## src/common/cpuIdConfigPkg.sv

```systemverilog
`default_nettype none

package cpuIdConfigPkg;

	// widths of the query unit
	localparam int idWidth = 64;
	localparam int queryIndexWidth = 5;
	localparam int timerWidth = 12;
	localparam int rngWidth = 32;
	localparam int variantWidth = 4;

	// identification table geometry
	localparam int tableSlotWidth = 4;
	localparam int tableDepth = 1 << tableSlotWidth;

	// index map
	// 0..15 table, 16..30 zero, 31 noise
	localparam int zeroBase = 16;
	localparam int noiseIndex = 31;

	// one word of the answer
	typedef logic [idWidth-1:0] idWord_t;

	// request fields
	typedef logic [queryIndexWidth-1:0] queryIndex_t;
	typedef logic [timerWidth-1:0] timerWord_t;

	// table slot, low bits of the index
	typedef logic [tableSlotWidth-1:0] tableSlot_t;

	// one half of the noise generator
	typedef logic [rngWidth-1:0] rngWord_t;

	// core variant field of entry 1
	typedef logic [variantWidth-1:0] coreVariant_t;

	// architecture signature for entry 0
	// ASCII "QX64A0  ", first character in the low byte
	localparam idWord_t archSignature = 64'h2020304134365851;

endpackage

`default_nettype wire

```

## src/common/cpuIdPipePkg.sv

```systemverilog
`default_nettype none

package cpuIdPipePkg;

	// what kind of answer a query gets
	typedef enum logic [1:0] {
		tableRead,
		timerRead,
		zeroRead,
		noiseRead
	} queryClass_e;

	// request as it arrives at the unit, 17 bits
	typedef struct packed {
		cpuIdConfigPkg::queryIndex_t index;
		cpuIdConfigPkg::timerWord_t timer;
	} queryReq_t;

	// request after decode
	// the slot only matters for table reads
	typedef struct packed {
		queryClass_e queryClass;
		cpuIdConfigPkg::tableSlot_t slot;
		cpuIdConfigPkg::timerWord_t timer;
	} decodedQuery_t;

	// 128-bit answer
	// high word sits in the upper bits of the packed value
	typedef struct packed {
		cpuIdConfigPkg::idWord_t resHi;
		cpuIdConfigPkg::idWord_t resLo;
	} queryAnswer_t;

endpackage

`default_nettype wire

```

## src/noiseRng.sv

```systemverilog
`default_nettype none

module noiseRng #(
	parameter cpuIdConfigPkg::rngWord_t [1:0] rngSeed = {32'h1D872B41, 32'h6C078965}
) (
	input logic clock,
	input logic reset,
	input logic timerBit,
	output cpuIdConfigPkg::idWord_t noise
);
	import cpuIdConfigPkg::*;

	// two coupled halves
	rngWord_t rngA;
	rngWord_t rngB;
	rngWord_t nextA;
	rngWord_t nextB;

	// feedback bits and their copies from the last cycle
	logic fbA;
	logic fbB;
	logic fbALast;
	logic fbBLast;

	// timer bit edge filter
	logic timerSync;
	logic timerLast;
	logic timerNoise;

	always_comb begin
		fbA = rngA[1] ^ rngA[3] ^ rngA[5] ^ rngA[7] ^ timerNoise ^ fbBLast ^ 1'b1;
		fbB = rngB[1] ^ rngB[3] ^ rngB[5] ^ rngB[7] ^ timerNoise ^ fbALast ^ 1'b1;
		// shift right, new bit enters at the top
		nextA = {fbA, rngA[rngWidth-1:1]};
		nextB = {fbB, rngB[rngWidth-1:1]};
	end

	always_ff @(posedge clock) begin
		if (reset) begin
			rngA <= rngSeed[1];
			rngB <= rngSeed[0];
			fbALast <= 1'b0;
			fbBLast <= 1'b0;
			timerSync <= 1'b0;
			timerLast <= 1'b0;
			timerNoise <= 1'b0;
		end else begin
			rngA <= nextA;
			rngB <= nextB;
			fbALast <= fbA;
			fbBLast <= fbB;
			timerSync <= timerBit;
			timerLast <= timerSync;
			// toggles of the timer bit only
			timerNoise <= timerSync ^ timerLast;
		end
	end

	// nibbles interleaved, A from the top down and B from the bottom up
	assign noise = {
		rngA[31:28], rngB[3:0],
		rngA[27:24], rngB[7:4],
		rngA[23:20], rngB[11:8],
		rngA[19:16], rngB[15:12],
		rngA[15:12], rngB[19:16],
		rngA[11:8], rngB[23:20],
		rngA[7:4], rngB[27:24],
		rngA[3:0], rngB[31:28]
	};

	// a stuck half would make the noise word repeat
	noiseNotStuck: assert property (@(posedge clock) disable iff (reset)
		rngA != '0 && rngA != '1 && rngB != '0 && rngB != '1)
		else $error("noiseRng: generator half reached a stuck value");

endmodule

`default_nettype wire

```

## src/pipeline/queryDecode.sv

```systemverilog
`default_nettype none

module queryDecode (
	input logic clock,
	input logic reset,

	input logic reqValid,
	output logic reqReady,
	input cpuIdPipePkg::queryReq_t req,

	output logic decValid,
	input logic decReady,
	output cpuIdPipePkg::decodedQuery_t dec
);
	import cpuIdConfigPkg::*;
	import cpuIdPipePkg::*;

	decodedQuery_t decNext;
	logic reqFire;

	// single register stage, refills while draining
	assign reqReady = !decValid || decReady;
	assign reqFire = reqValid && reqReady;

	always_comb begin
		decNext.slot = req.index[tableSlotWidth-1:0];
		decNext.timer = req.timer;
		if (req.index == queryIndex_t'(noiseIndex)) begin
			decNext.queryClass = noiseRead;
		end else if (req.index >= queryIndex_t'(zeroBase)) begin
			decNext.queryClass = zeroRead;
		end else if (req.index == queryIndex_t'(1)) begin
			// entry 1 carries the live timer nibble
			decNext.queryClass = timerRead;
		end else begin
			decNext.queryClass = tableRead;
		end
	end

	always_ff @(posedge clock) begin
		if (reset) begin
			decValid <= 1'b0;
		end else if (reqFire) begin
			decValid <= 1'b1;
		end else if (decReady) begin
			decValid <= 1'b0;
		end
	end

	// payload only moves on an accepted request
	always_ff @(posedge clock) begin
		if (reqFire) begin
			dec <= decNext;
		end
	end

	decHeld: assert property (@(posedge clock) disable iff (reset)
		decValid && !decReady |=> decValid && $stable(dec))
		else $error("queryDecode: dec changed while stalled");

endmodule

`default_nettype wire

```

## src/pipeline/queryExecute.sv

```systemverilog
`default_nettype none

module queryExecute #(
	parameter cpuIdConfigPkg::coreVariant_t coreVariant = '0
) (
	input logic clock,
	input logic reset,

	input logic decValid,
	output logic decReady,
	input cpuIdPipePkg::decodedQuery_t dec,

	input cpuIdConfigPkg::idWord_t noise,

	output logic exeValid,
	input logic exeReady,
	output cpuIdPipePkg::queryAnswer_t exe
);
	import cpuIdConfigPkg::*;
	import cpuIdPipePkg::*;

	// entry 1 layout
	// variant in bits 7:4, bits 3:0 filled from the timer on a read
	localparam idWord_t variantWord = idWord_t'({coreVariant, 4'h0});

	// identification table
	// only the first two entries carry data for now
	localparam idWord_t idTable [tableDepth] = '{
		0: archSignature,
		1: variantWord,
		default: '0
	};

	queryAnswer_t exeNext;
	idWord_t tableWord;
	logic decFire;

	assign decReady = !exeValid || exeReady;
	assign decFire = decValid && decReady;

	assign tableWord = idTable[dec.slot];

	always_comb begin
		// high word is reserved, always zero
		exeNext.resHi = '0;
		case (dec.queryClass)
			tableRead: begin
				exeNext.resLo = tableWord;
			end
			timerRead: begin
				// upper timer nibble replaces the low nibble
				exeNext.resLo = {idTable[1][idWidth-1:4], dec.timer[timerWidth-1:timerWidth-4]};
			end
			zeroRead: begin
				exeNext.resLo = '0;
			end
			noiseRead: begin
				// generator output in the cycle the item is captured
				exeNext.resLo = noise;
			end
			default: begin
				exeNext.resLo = '0;
			end
		endcase
	end

	always_ff @(posedge clock) begin
		if (reset) begin
			exeValid <= 1'b0;
		end else if (decFire) begin
			exeValid <= 1'b1;
		end else if (exeReady) begin
			exeValid <= 1'b0;
		end
	end

	always_ff @(posedge clock) begin
		if (decFire) begin
			exe <= exeNext;
		end
	end

	// no path may ever fill the reserved word
	resHiZero: assert property (@(posedge clock) disable iff (reset)
		exeValid |-> exe.resHi == '0)
		else $error("queryExecute: resHi is not zero");

endmodule

`default_nettype wire

```

## src/pipeline/queryResult.sv

```systemverilog
`default_nettype none

module queryResult (
	input logic clock,
	input logic reset,

	input logic exeValid,
	output logic exeReady,
	input cpuIdPipePkg::queryAnswer_t exe,

	output logic ansValid,
	input logic ansReady,
	output cpuIdPipePkg::queryAnswer_t ans
);
	import cpuIdPipePkg::*;

	queryAnswer_t ansReg;
	logic exeFire;
	logic ansFire;

	// accept when empty or when the held answer leaves this cycle
	assign exeReady = !ansValid || ansReady;
	assign exeFire = exeValid && exeReady;
	assign ansFire = ansValid && ansReady;

	always_ff @(posedge clock) begin
		if (reset) begin
			ansValid <= 1'b0;
		end else if (exeFire) begin
			ansValid <= 1'b1;
		end else if (ansFire) begin
			ansValid <= 1'b0;
		end
	end

	// held until the consumer takes it
	always_ff @(posedge clock) begin
		if (exeFire) begin
			ansReg <= exe;
		end
	end

	assign ans = ansReg;

	ansHeld: assert property (@(posedge clock) disable iff (reset)
		ansValid && !ansReady |=> ansValid && $stable(ans))
		else $error("queryResult: ans changed under back-pressure");

endmodule

`default_nettype wire

```

## src/cpuIdTop.sv

```systemverilog
`default_nettype none

module cpuIdTop #(
	parameter cpuIdConfigPkg::coreVariant_t coreVariant = '0,
	parameter cpuIdConfigPkg::rngWord_t [1:0] rngSeed = {32'h1D872B41, 32'h6C078965}
) (
	input logic clock,
	input logic reset,

	input logic reqValid,
	output logic reqReady,
	input cpuIdPipePkg::queryReq_t req,

	output logic ansValid,
	input logic ansReady,
	output cpuIdPipePkg::queryAnswer_t ans
);
	import cpuIdConfigPkg::*;
	import cpuIdPipePkg::*;

	// decode to execute
	logic decValid;
	logic decReady;
	decodedQuery_t dec;

	// execute to result
	logic exeValid;
	logic exeReady;
	queryAnswer_t exe;

	// free-running noise word
	idWord_t noise;

	queryDecode decodeStage (
		.clock(clock),
		.reset(reset),
		.reqValid(reqValid),
		.reqReady(reqReady),
		.req(req),
		.decValid(decValid),
		.decReady(decReady),
		.dec(dec)
	);

	queryExecute #(
		.coreVariant(coreVariant)
	) executeStage (
		.clock(clock),
		.reset(reset),
		.decValid(decValid),
		.decReady(decReady),
		.dec(dec),
		.noise(noise),
		.exeValid(exeValid),
		.exeReady(exeReady),
		.exe(exe)
	);

	queryResult resultStage (
		.clock(clock),
		.reset(reset),
		.exeValid(exeValid),
		.exeReady(exeReady),
		.exe(exe),
		.ansValid(ansValid),
		.ansReady(ansReady),
		.ans(ans)
	);

	// entropy from the live timer on the request port
	noiseRng #(
		.rngSeed(rngSeed)
	) noiseGen (
		.clock(clock),
		.reset(reset),
		.timerBit(req.timer[0]),
		.noise(noise)
	);

endmodule

`default_nettype wire

```

## config.mk

```make
export PLATFORM = sky130hd
export DESIGN_NAME = cpuIdTop
export DESIGN_NICKNAME = d
export VERILOG_FILES = /design/src/common/cpuIdConfigPkg.sv /design/src/common/cpuIdPipePkg.sv /design/src/noiseRng.sv /design/src/pipeline/queryDecode.sv /design/src/pipeline/queryExecute.sv /design/src/pipeline/queryResult.sv /design/src/cpuIdTop.sv
export SDC_FILE = /design/constraint.sdc
export NUM_CORES = 1
export LEC_CHECK = 0
export ABC_AREA = 1
export BUFFER_PORTS_ARGS = -buffer_cell sky130_fd_sc_hd__buf_2
export CAP_MARGIN = 20
export CELL_PAD_IN_SITES_DETAIL_PLACEMENT = 2
export CELL_PAD_IN_SITES_GLOBAL_PLACEMENT = 2
export CORE_ASPECT_RATIO = 2
export CORE_MARGIN = 10
export CORE_UTILIZATION = 39
export DETAILED_ROUTE_END_ITERATION = 10
export MAX_ROUTING_LAYER = met4
export PLACE_DENSITY = 0.95
export SYNTH_ARGS = -nofsm -noshare
export SYNTH_HDL_FRONTEND = slang
export SYNTH_SLANG_ARGS = --single-unit
```

## constraint.sdc

```tcl
create_clock -name clock -period 7 [get_ports clock]
set_clock_uncertainty 0.15 [all_clocks]
set_input_delay 1.4 -clock clock [delete_from_list [all_inputs] [get_ports clock]]
set_output_delay 1.4 -clock clock [all_outputs]
set_load 0.01 [all_outputs]
```

# Word level (Yosys, flattened, before mapping)
# Memory sizes are Yosys's and may differ from the RTL's.
# Cells that the tools add are included.
# totals
reg_bits	218
mem_bits_ro	1024
inputBits	21
elab_cells	64
memories	1
# memory_table
name	depth	width	read_ports	rd_ports_with_merged_regs	wr	line	rtl
(name not given)	16	64	1	0	0	queryExecute.sv:41	assign tableWord = idTable[dec.slot];
# op_classes
order_cmp	2
n_eq_ne	5
mux	11
bitwise	14
reduce_logical	15
# op_table
cell	n
$pmux 64 s4	1
$mux 64	2
$xor 1x1->1	11
$ge 5x5->1 const B	2
$mux 1	8
$reduce_bool 2->1	3
$eq 5x1->1 const B	1
$eq 5x5->1 const B	1
$not 4->5	1
$eq 2x2->1 const B	2
$logic_and 1x1->1	4
$logic_not 1->1	3
$logic_or 1x1->1	3
$eq 2x1->1 const B	1
$logic_not 2->1	1
$not 1->1	2
$reduce_or 2->1	1

# Logic depth before layout (Yosys ltp)
# Gate-level depths: netlist (run 1).
# depth
word_depth	6
mapped_depth	8
mapped_depth_nobuf	8

# Modules after synthesis
# From an unflattened synthesis (run 1), not the netlist that was laid out.
# hier_totals
cells_unflattened	671
area_unflattened_um2	9639.2
# by_module_without_submodules
mod	instances	cells_each	area_per_inst_um2
queryResult	1	134	3891.2
queryExecute	1	284	3066.7
noiseRng	1	218	2057.0
queryDecode	1	35	624.3

# Least setup slack after synthesis (run 1)
# Ideal clock, no wire load.
# synth_path
kind	in2reg
start	input port ansReady
end	register resultStage.ansReg (netlist bit resultStage.ans[0]) (enable)
arrival_ns	4.532
setup_slack_ns	1.811
path_stages	2
n_path_buf	0
cell_sequence	inv_1 a21oi_1
# synth_via
elab_chain_len	2
# synth_rtl
element	line	rtl
start: declaration	cpuIdTop.sv:15	input logic ansReady,
$logic_or 1x1->1	queryResult.sv:22	assign exeReady = !ansValid || ansReady;
$logic_and 1x1->1	queryResult.sv:23	assign exeFire = exeValid && exeReady;
via resultStage.exeFire	queryResult.sv:18	logic exeFire;
end signal: assignment	queryResult.sv:39	ansReg <= exe;
end: declaration	queryResult.sv:17	queryAnswer_t ansReg;
# The timed path passes the listed nets, and every way through them passes these cells.
# A chain may end at the register's enable or synchronous reset.

# Worst setup path after layout (run 1)
# layout_path
start	input port ansReady
end	output port reqReady
# layout_via
elab_chain_len	3
# layout_rtl
element	line	rtl
$logic_or 1x1->1	queryResult.sv:22	
$logic_or 1x1->1	queryExecute.sv:38	assign decReady = !exeValid || exeReady;
$logic_or 1x1->1	queryDecode.sv:22	assign reqReady = !decValid || decReady;
end: declaration	cpuIdTop.sv:11	output logic reqReady,
# No other way between the ends.

==> results of run 1 <==
==> kinds of logic (layout without fill, tap and decap cells) <==
| family | count (synthesis) | after routing | share of synthesized area, % |
|---|---|---|---|
| AND/OR/NAND/NOR | 158 | 158 | 8.744 |
| AO/OA/AOI/OAI | 27 | 27 | 2.342 |
| XOR/XNOR | 1 | 1 | 0.1215 |
| other | 1 | 64 | 0.05200 |
| buffers and inverters | 154 | 189 | 11.85 |
| flip-flops | 208 | 208 | 76.89 |
==> final cells by class <==
| type | instances | area, um^2 | area share, % |
|---|---|---|---|
| flip-flops and latches | 208 | 5545 | 67.35 |
| multi-input cells | 250 | 1060 | 12.87 |
| clock buffers | 26 | 521.8 | 6.336 |
| repair buffers | 83 | 445.4 | 5.410 |
| inverters | 73 | 274.0 | 3.328 |
| well taps | 216 | 270.3 | 3.282 |
| clock inverters | 7 | 117.6 | 1.428 |
==> where the power goes <==
| part | switching, mW | total [mW] | internal [mW] |
|---|---|---|---|
| logic | 0.0958 | 0.125 | 0.0290 |
| clock network | 0.431 | 1.07 | 0.636 |
| registers | 0.0203 | 1.38 | 1.36 |
| total | 0.547 | 2.58 | 2.03 |
==> critical path, delay by kind of cell <==
family	cells	cell delay [ns]
buffers and inverters	3	0.34
and+or+nand+nor	3	0.35
==> state kept, by name, summed over array words and instances, names as in the netlist, 10 cells and up <==
name              cells
noiseGen.rngB        31
decodeStage.dec      10
resultStage.ans      64
noiseGen.rngA        31
executeStage.exe     64
==> worst max path at each step <==
| stage | from | depth (start not counted) | end | slack, ns |
|---|---|---|---|---|
| 5_1_grt | ansReady | 6 | reqReady | 3.25 |
| 4_1_cts | ansReady | 6 | reqReady | 3.34 |
| 2_1_floorplan | ansReady | 2 | resultStage.ans[0] | 1.81 |
| 3_3_place_gp | ansReady | 6 | reqReady | 3.41 |
| 3_5_place_dp | ansReady | 6 | reqReady | 3.34 |
| 6_report | ansReady | 6 | reqReady | 3.35 |
==> stage by stage <==
step,instances,hold WS (ns)
6_report,863,0.2638
5_1_grt,863,0.2739
2_1_floorplan,612,0.2387
4_1_cts,862,0.2668
3_3_place_gp,829,0.2472
3_5_place_dp,829,0.2565
==> per-layer routing <==
metal	vias up	track usage, %
li1	1797	-
met1	1937	13.16
met2	120	26.41
met3	27	2.794
met4	0	4.512
met5	-	-
==> cells in the mapped netlist <==
library cell / n / share of area, %
nand2_2: 1 / 0.087
o211ai_2: 1 / 0.17
nor2_4: 1 / 0.16
buf_4: 66 / 6.9
dfxtp_1: 70 / 19
clkbuf_1: 2 / 0.10
o21ai_1: 10 / 0.69
nand2_1: 59 / 3.1
buf_2: 11 / 0.76
and3_1: 1 / 0.087
nand3_1: 9 / 0.62
a21oi_1: 4 / 0.28
o21ai_2: 7 / 0.85
conb_1: 1 / 0.052
nor2_1: 86 / 4.5
buf_6: 2 / 0.31
inv_1: 73 / 3.8
edfxtp_1: 138 / 57
xnor2_1: 1 / 0.12
nand3_4: 1 / 0.24
o21ai_0: 5 / 0.35
==> results.yml, run 1 <==
worst_setup_path:
  crit_fanout: 3
  cp-start-kind: "input pin"
  crit_type: "in2out"
  cp_cell_sequence: "buf_2 > inv_1 > nand2_1 > nor2_1 > nand2_1 > buf_2"
  critPathArrivalTime_ns: 2.10
  r2r_setup_slack_ns: 5.00
  reg2reg_depth: 6
  cpMaxStageDelayCell: "nor2_1"
  critPathCaptureType: "output pin"
  timing.rr.end: "executeStage.exe[3]"
  cp_slowest_stage_delay_ns: 0.15
  rr_startpoint: "executeStage.exeValid"
  required_ns: 5.45
run_status:
  status: "finished, final reports clean"
die:
  die_area_um2: 24660
  die_w_um: 116.2
  initial_core_util_pct: 39.59
  rows: 70
  io_pins: 151
  coreArea_um2: 18220
  die_h_um: 212.3
logic_synthesis:
  yosysWarnings: 0
  avgSynthCellArea_um2: 13.14
  synth_seq_area_share_pct: 76.89
  syn_inst: 549
  synth_cell_types: 21
  synth_area_um2: 7212
  ys_seq_elements: 208
cts:
  clk_latency_ns: 0.48
  cts_sinks: 208
  ctsHoldBuffers: 0
  path_clk_slew_ns: 0.07
  root_buffer: "clkbuf_16"
  clk_path_buf_depth: 3
  cts_tree: "built"
  numCtsBuffers: 19
  cts-resized-gates: 0
  cts_setup_buffers: 0
  ctsHtreeMaxLevel: 1
grt:
  grt_pass1_vias: 4449
  grt_max_degree: 65
  grt_overflow: 0
  antenna_found_initial: 0
  grt_first_pass_wirelength_mm: 25.57
  grt_usage_pct: 13.80
routing:
  routedWlPerCell_um: 19.36
  highest_layer: "met4"
  drt_iter0_drc: 132
  ant_nets: 0
  wl_met1_mm: 5.679
  vias: 3881
  first_pass_iters: 4
  met2_length_mm: 9.582
  drc: 0
  vias_per_cell: 4.497
  dr_wl_met3_mm: 1.094
  routed_wl_mm: 16.71
timing:
  finalCritPeriodShare_pct: 52.13
  maxSlewHeadroom_pct: 38.60
  worst_slew_pin_slew_ns: 0.9210
  rsz0062_at_grt: "false"
  worst_slack_ns: 3.351
  layout_min_cycle_time_ns: 3.649
  timing_hold_violations_final: 0
  fmax_mhz: 274.0
  setup_viol: 0
  slew_violations: 0
  setup_tns_ns: 0
layout:
  final_util_pct: 45.20
  design_area_um2: 8234
  final_cell_mix: "edfxtp_1, nor2_1, buf_2"
  n_fill_cell: 1813
  nets: 656
  antennaDiodeCount: 0
  final_common_cell: "edfxtp_1"
  syn_to_final_growth_pct: 14.17
  drive_gt1_share_pct: 19.01
pwr:
  peakVddDrop_uv: 224.0
  total_power_mw: 2.576
  power_density_nw_per_um2: 312.8
  leakage_nw: 3.503
place:
  place.gp.congestion: 0.7377
  post-place-ws_ns: 3.340
  port_buffers: 79
  dpl.hpwl_mm: 11.63
  placed_area_um2: 7567
worst_hold_path:
  hold_path_class: "reg2reg"
  hold_depth: 2
  hold_path_end: "noiseGen.rngA[7]"
  hold_start: "noiseGen.rngA[8]"
flow_run:
  cap_violations: 0
Note: power is estimated with default switching activity, not from simulation.
==> inputs of run 2 (changes only) <==
CORE_UTILIZATION = 36   (was 39)
PLACE_DENSITY = 0.9   (was 0.95)
clock period = 3.66 ns   (was 7 ns; I/O delays follow)
==> results.yml, run 2 (synthesis gave the netlist of run 1 again) <==
worst_setup_path:
  cpMaxStageDelayCell: "buf_2"
  cp_top_family: "simple AND/OR/NAND/NOR gates"
  required_ns: 2.78
  cp-start-kind: "input pin"
  path_buf_inv: 3
  cp_cell_sequence: "buf_2 > inv_1 > nand2_1 > nor2_1 > nand2_1 > buf_2"
  rr_startpoint: "resultStage.ansValid"
  cp_slowest_stage_delay_ns: 0.15
  timing.rr.end: "executeStage.exe[14]"
  critPathCaptureType: "output pin"
  crit_type: "in2out"
  critPathArrivalTime_ns: 1.43
  reg2reg_depth: 6
  crit_fanout: 3
  r2r_setup_slack_ns: 1.67
cts:
  ctsHoldBuffers: 0
  root_buffer: "clkbuf_16"
  cts_tree: "built"
  ctsHtreeMaxLevel: 1
  cts_sinks: 208
  cts-resized-gates: 0
  numCtsBuffers: 19
  path_clk_slew_ns: 0.07
  cts_setup_buffers: 0
  clk_latency_ns: 0.47
  clk_path_buf_depth: 3
die:
  initial_core_util_pct: 36.39
  die_w_um: 120.1
  rows: 73
  coreArea_um2: 19820
  die_area_um2: 26440
  die_h_um: 220.2
  io_pins: 151
layout:
  final_util_pct: 41.83
  drive_gt1_share_pct: 19.60
  final_common_cell: "edfxtp_1"
  final_cells: 910
  multiInputGateArea_um2: 1060
  nets: 657
  n_fill_cell: 2075
  final_cell_mix: "edfxtp_1, nor2_1, buf_2"
  antennaDiodeCount: 0
  syn_to_final_growth_pct: 14.95
  seq_area_um2: 5545
place:
  dpl.hpwl_mm: 11.45
  dp_cells: 877
  post-place-ws_ns: 1.097
  place.gp.congestion: 0.7217
  port_buffers: 79
timing:
  maxSlewHeadroom_pct: 40.25
  layout_min_cycle_time_ns: 2.312
  worst_slew_pin_slew_ns: 0.8962
  slew_violations: 0
  rsz0062_at_grt: "false"
  worst_slack_ns: 1.348
  setup_tns_ns: 0
  timing_hold_violations_final: 0
  whs_ns: 0.2675
  finalCritPeriodShare_pct: 63.16
  setup_viol: 0
  fmax_mhz: 432.6
grt:
  antenna_found_initial: 0
  grt_pass1_vias: 4418
  grt_overflow: 0
  grt_usage_pct: 12.61
  grt_first_pass_wirelength_mm: 25.36
  grt_max_degree: 65
worst_hold_path:
  hold_path_class: "reg2reg"
  hold_path_end: "resultStage.ans[15]"
  hold_depth: 0
  hold_start: "executeStage.exe[15]"
routing:
  drt_iter0_drc: 153
  vias: 3850
  first_pass_iters: 4
  routedWlPerCell_um: 18.23
  ant_nets: 0
  vias_per_cell: 4.231
  drc: 0
  routed_wl_mm: 16.59
pwr:
  power_density_nw_per_um2: 591.8
  peakVddDrop_uv: 331.2
  leakage_nw: 3.510
flow_run:
  cap_violations: 0
run_status:
  status: "finished, final reports clean"
[run 2: cell count changes in the layout (fill, tap and decap cells not counted), sizes merged]
| cell | delta |
|---|---|
| bufinv | -1 |
| clkbuf | -2 |
| buf | +1 |
| inv | +2 |
| clkinv | +1 |
[run 2: per-layer routing]
layer	share of wire [%]	GRT usage (%)	up-vias
li1	-	-	1802
met1	35	12.36	1892
met2	55	23.53	136
met3	7.2	3.344	20
met4	2.1	3.961	0
met5	0	-	-
[run 2: worst max-delay path by stage]
stage / start / endpoint / slack, ns / cells past startpoint
after floorplan: ansReady / resultStage.ans[0] / 0.43 / 2
after CTS: ansReady / reqReady / 1.34 / 6
after global routing: ansReady / reqReady / 1.26 / 6
after global placement: ansReady / executeStage.exe[13] / 1.20 / 8
after detailed placement: ansReady / executeStage.exe[48] / 1.10 / 8
final: ansReady / reqReady / 1.35 / 6
[run 2: final cells by class]
type                       instances  share of cell area [%]
clock buffer                      24                   6.459
clock inverter                     9                   1.238
inverter                          73                   3.305
multi-input combinational        250                   12.78
sequential                       208                   66.89
tap                              262                   3.954
timing repair buffer              84                   5.373
[run 2: where the power goes]
part,total (mW),internal (mW),switching [mW],leakage (nW)
combinational,0.239,0.0553,0.183,1.30
sequential,2.64,2.61,0.0370,1.89
clock,2.02,1.19,0.838,0.314
total,4.91,3.85,1.06,3.51
[run 2: stage by stage]
| step | area (um^2) | total power, mW |
|---|---|---|
| 2_1_floorplan | 7452 | 2.887 |
| 3_3_place_gp | 7652 | 2.903 |
| 3_5_place_dp | 7652 | 2.933 |
| 4_1_cts | 8290 | 4.964 |
| 5_1_grt | 8290 | 5.120 |
| 6_report | 8290 | 4.906 |
==> inputs of run 3 (changes only) <==
CORE_UTILIZATION = 33   (was 36)
PLACE_DENSITY = 0.88   (was 0.9)
clock period = 1.9 ns   (was 3.66 ns; I/O delays follow)
==> results.yml, run 3 (synthesis gave the netlist of run 1 again) <==
timing:
  rsz0062_at_grt: "false"
  finalCritPeriodShare_pct: 95.40
  slew_violations: 0
  layout_min_cycle_time_ns: 1.813
  fmax_mhz: 551.7
  timing_hold_violations_final: 0
  setup_viol: 0
cts:
  clk_path_buf_depth: 3
  cts_sinks: 208
  path_clk_slew_ns: 0.07
  clk_latency_ns: 0.49
  root_buffer: "clkbuf_16"
  cts_tree: "built"
  ctsHtreeMaxLevel: 1
  numCtsBuffers: 18
layout:
  final_cells: 933
  final_common_cell: "edfxtp_1"
  multiInputGateArea_um2: 1075
  nets: 669
  seq_area_um2: 5549
  n_fill_cell: 2186
  syn_to_final_growth_pct: 18.39
  drive_gt1_share_pct: 20.45
  antennaDiodeCount: 0
  final_cell_mix: "edfxtp_1, nor2_1, buf_2"
  design_area_um2: 8538
grt:
  grt_first_pass_wirelength_mm: 27.02
  grt_usage_pct: 12.27
  grt_max_degree: 65
  grt_pass1_vias: 4525
  antenna_found_initial: 0
  grt_overflow: 0
worst_setup_path:
  reg2reg_depth: 3
  cp-start-kind: "flip-flop"
  critPathArrivalTime_ns: 1.28
  critPathCaptureType: "output pin"
  crit_fanout: 3
  timing.rr.end: "executeStage.exe[61]"
  r2r_setup_slack_ns: 0.23
  crit_type: "reg2out"
  required_ns: 1.37
  rr_startpoint: "decodeStage.dec[16]"
worst_hold_path:
  hold_start: "reqValid"
  hold_path_class: "in2reg"
  hold_path_end: "decodeStage.decValid"
  hold_depth: 3
place:
  dpl.hpwl_mm: 11.81
  dp_cells: 891
  port_buffers: 79
  place.gp.congestion: 0.7238
  placed_area_um2: 7760
pwr:
  leakage_nw: 3.603
  peakVddDrop_uv: 481.5
  total_power_mw: 9.689
  power_density_nw_per_um2: 1135
flow_run:
  cap_violations: 0
run_status:
  status: "finished, final reports clean"
routing:
  drc: 0
  vias: 3952
  ant_nets: 0
  drt_iter0_drc: 130
  routed_wl_mm: 17.38
  vias_per_cell: 4.236
  routedWlPerCell_um: 18.63
  first_pass_iters: 4
die:
  die_h_um: 229.1
  initial_core_util_pct: 33.56
  die_area_um2: 28530
  io_pins: 151
  coreArea_um2: 21490
  die_w_um: 124.5
  rows: 76
run 3: repair_timing:
action                                  4_1_cts  5_1_grt
endpoints found under the setup margin        0        1
buffers inserted                              0        0
gates resized for setup                       0        2
hold buffers                                 10        0
endpoints found under the hold margin        10        0
run 3: per-stage QoR:
step / setup TNS (ns) / util [%] / hold WS, ns / worst slack (ns)
4_1_cts: 0 / 39.71 / 0.05974 / 0.03660
2_1_floorplan: -27.38 / - / 0.2387 / -0.2617
3_5_place_dp: 0 / 36.11 / 0.2570 / 0.07599
5_1_grt: 0 / 39.73 / 0.09444 / 0.003539
3_3_place_gp: 0 / 36.11 / 0.2435 / 0.1211
6_report: 0 / 39.73 / 0.06540 / 0.08731
run 3: worst max path at each step:
stage / start / endpoint / slack, ns
after global placement: ansReady / executeStage.exe[7] / 0.12
final: resultStage.ansValid / reqReady / 0.09
after detailed placement: ansReady / executeStage.exe[12] / 0.08
after floorplan: ansReady / executeStage.exe[0] / -0.26
after global routing: resultStage.ansValid / reqReady / 0.004
after CTS: resultStage.ansValid / reqReady / 0.04
run 3: critical path, stage by stage (launching register included):
cell and delay, ns:
dfxtp_4 0.38, nand2_4 0.05, nor2_2 0.14, nand2_2 0.08, buf_2 0.15
run 3: power breakdown:
group	total [mW]	internal (mW)	switching, mW
Combinational	0.496	0.133	0.364
Clock	4.10	2.49	1.61
Sequential	5.10	5.02	0.0765
Total	9.69	7.64	2.05
run 3: cell type report:
type,instances,share of cell area (%)
flip-flops and latches,208,64.99
multi-input cells,250,12.59
repair buffers,97,7.093
clock buffers,27,6.638
well taps,273,4.001
inverters,73,3.444
clock inverters,5,1.246
run 3: per-layer routing:
layer  track usage (%)  vias to the layer above  share of wire (%)
met2             23.31                      129                 57
met4             4.901                        0                2.8
li1                  -                     1823                  -
met5                 -                        -                  0
met3             2.868                       30                5.9
met1             11.42                     1970                 34
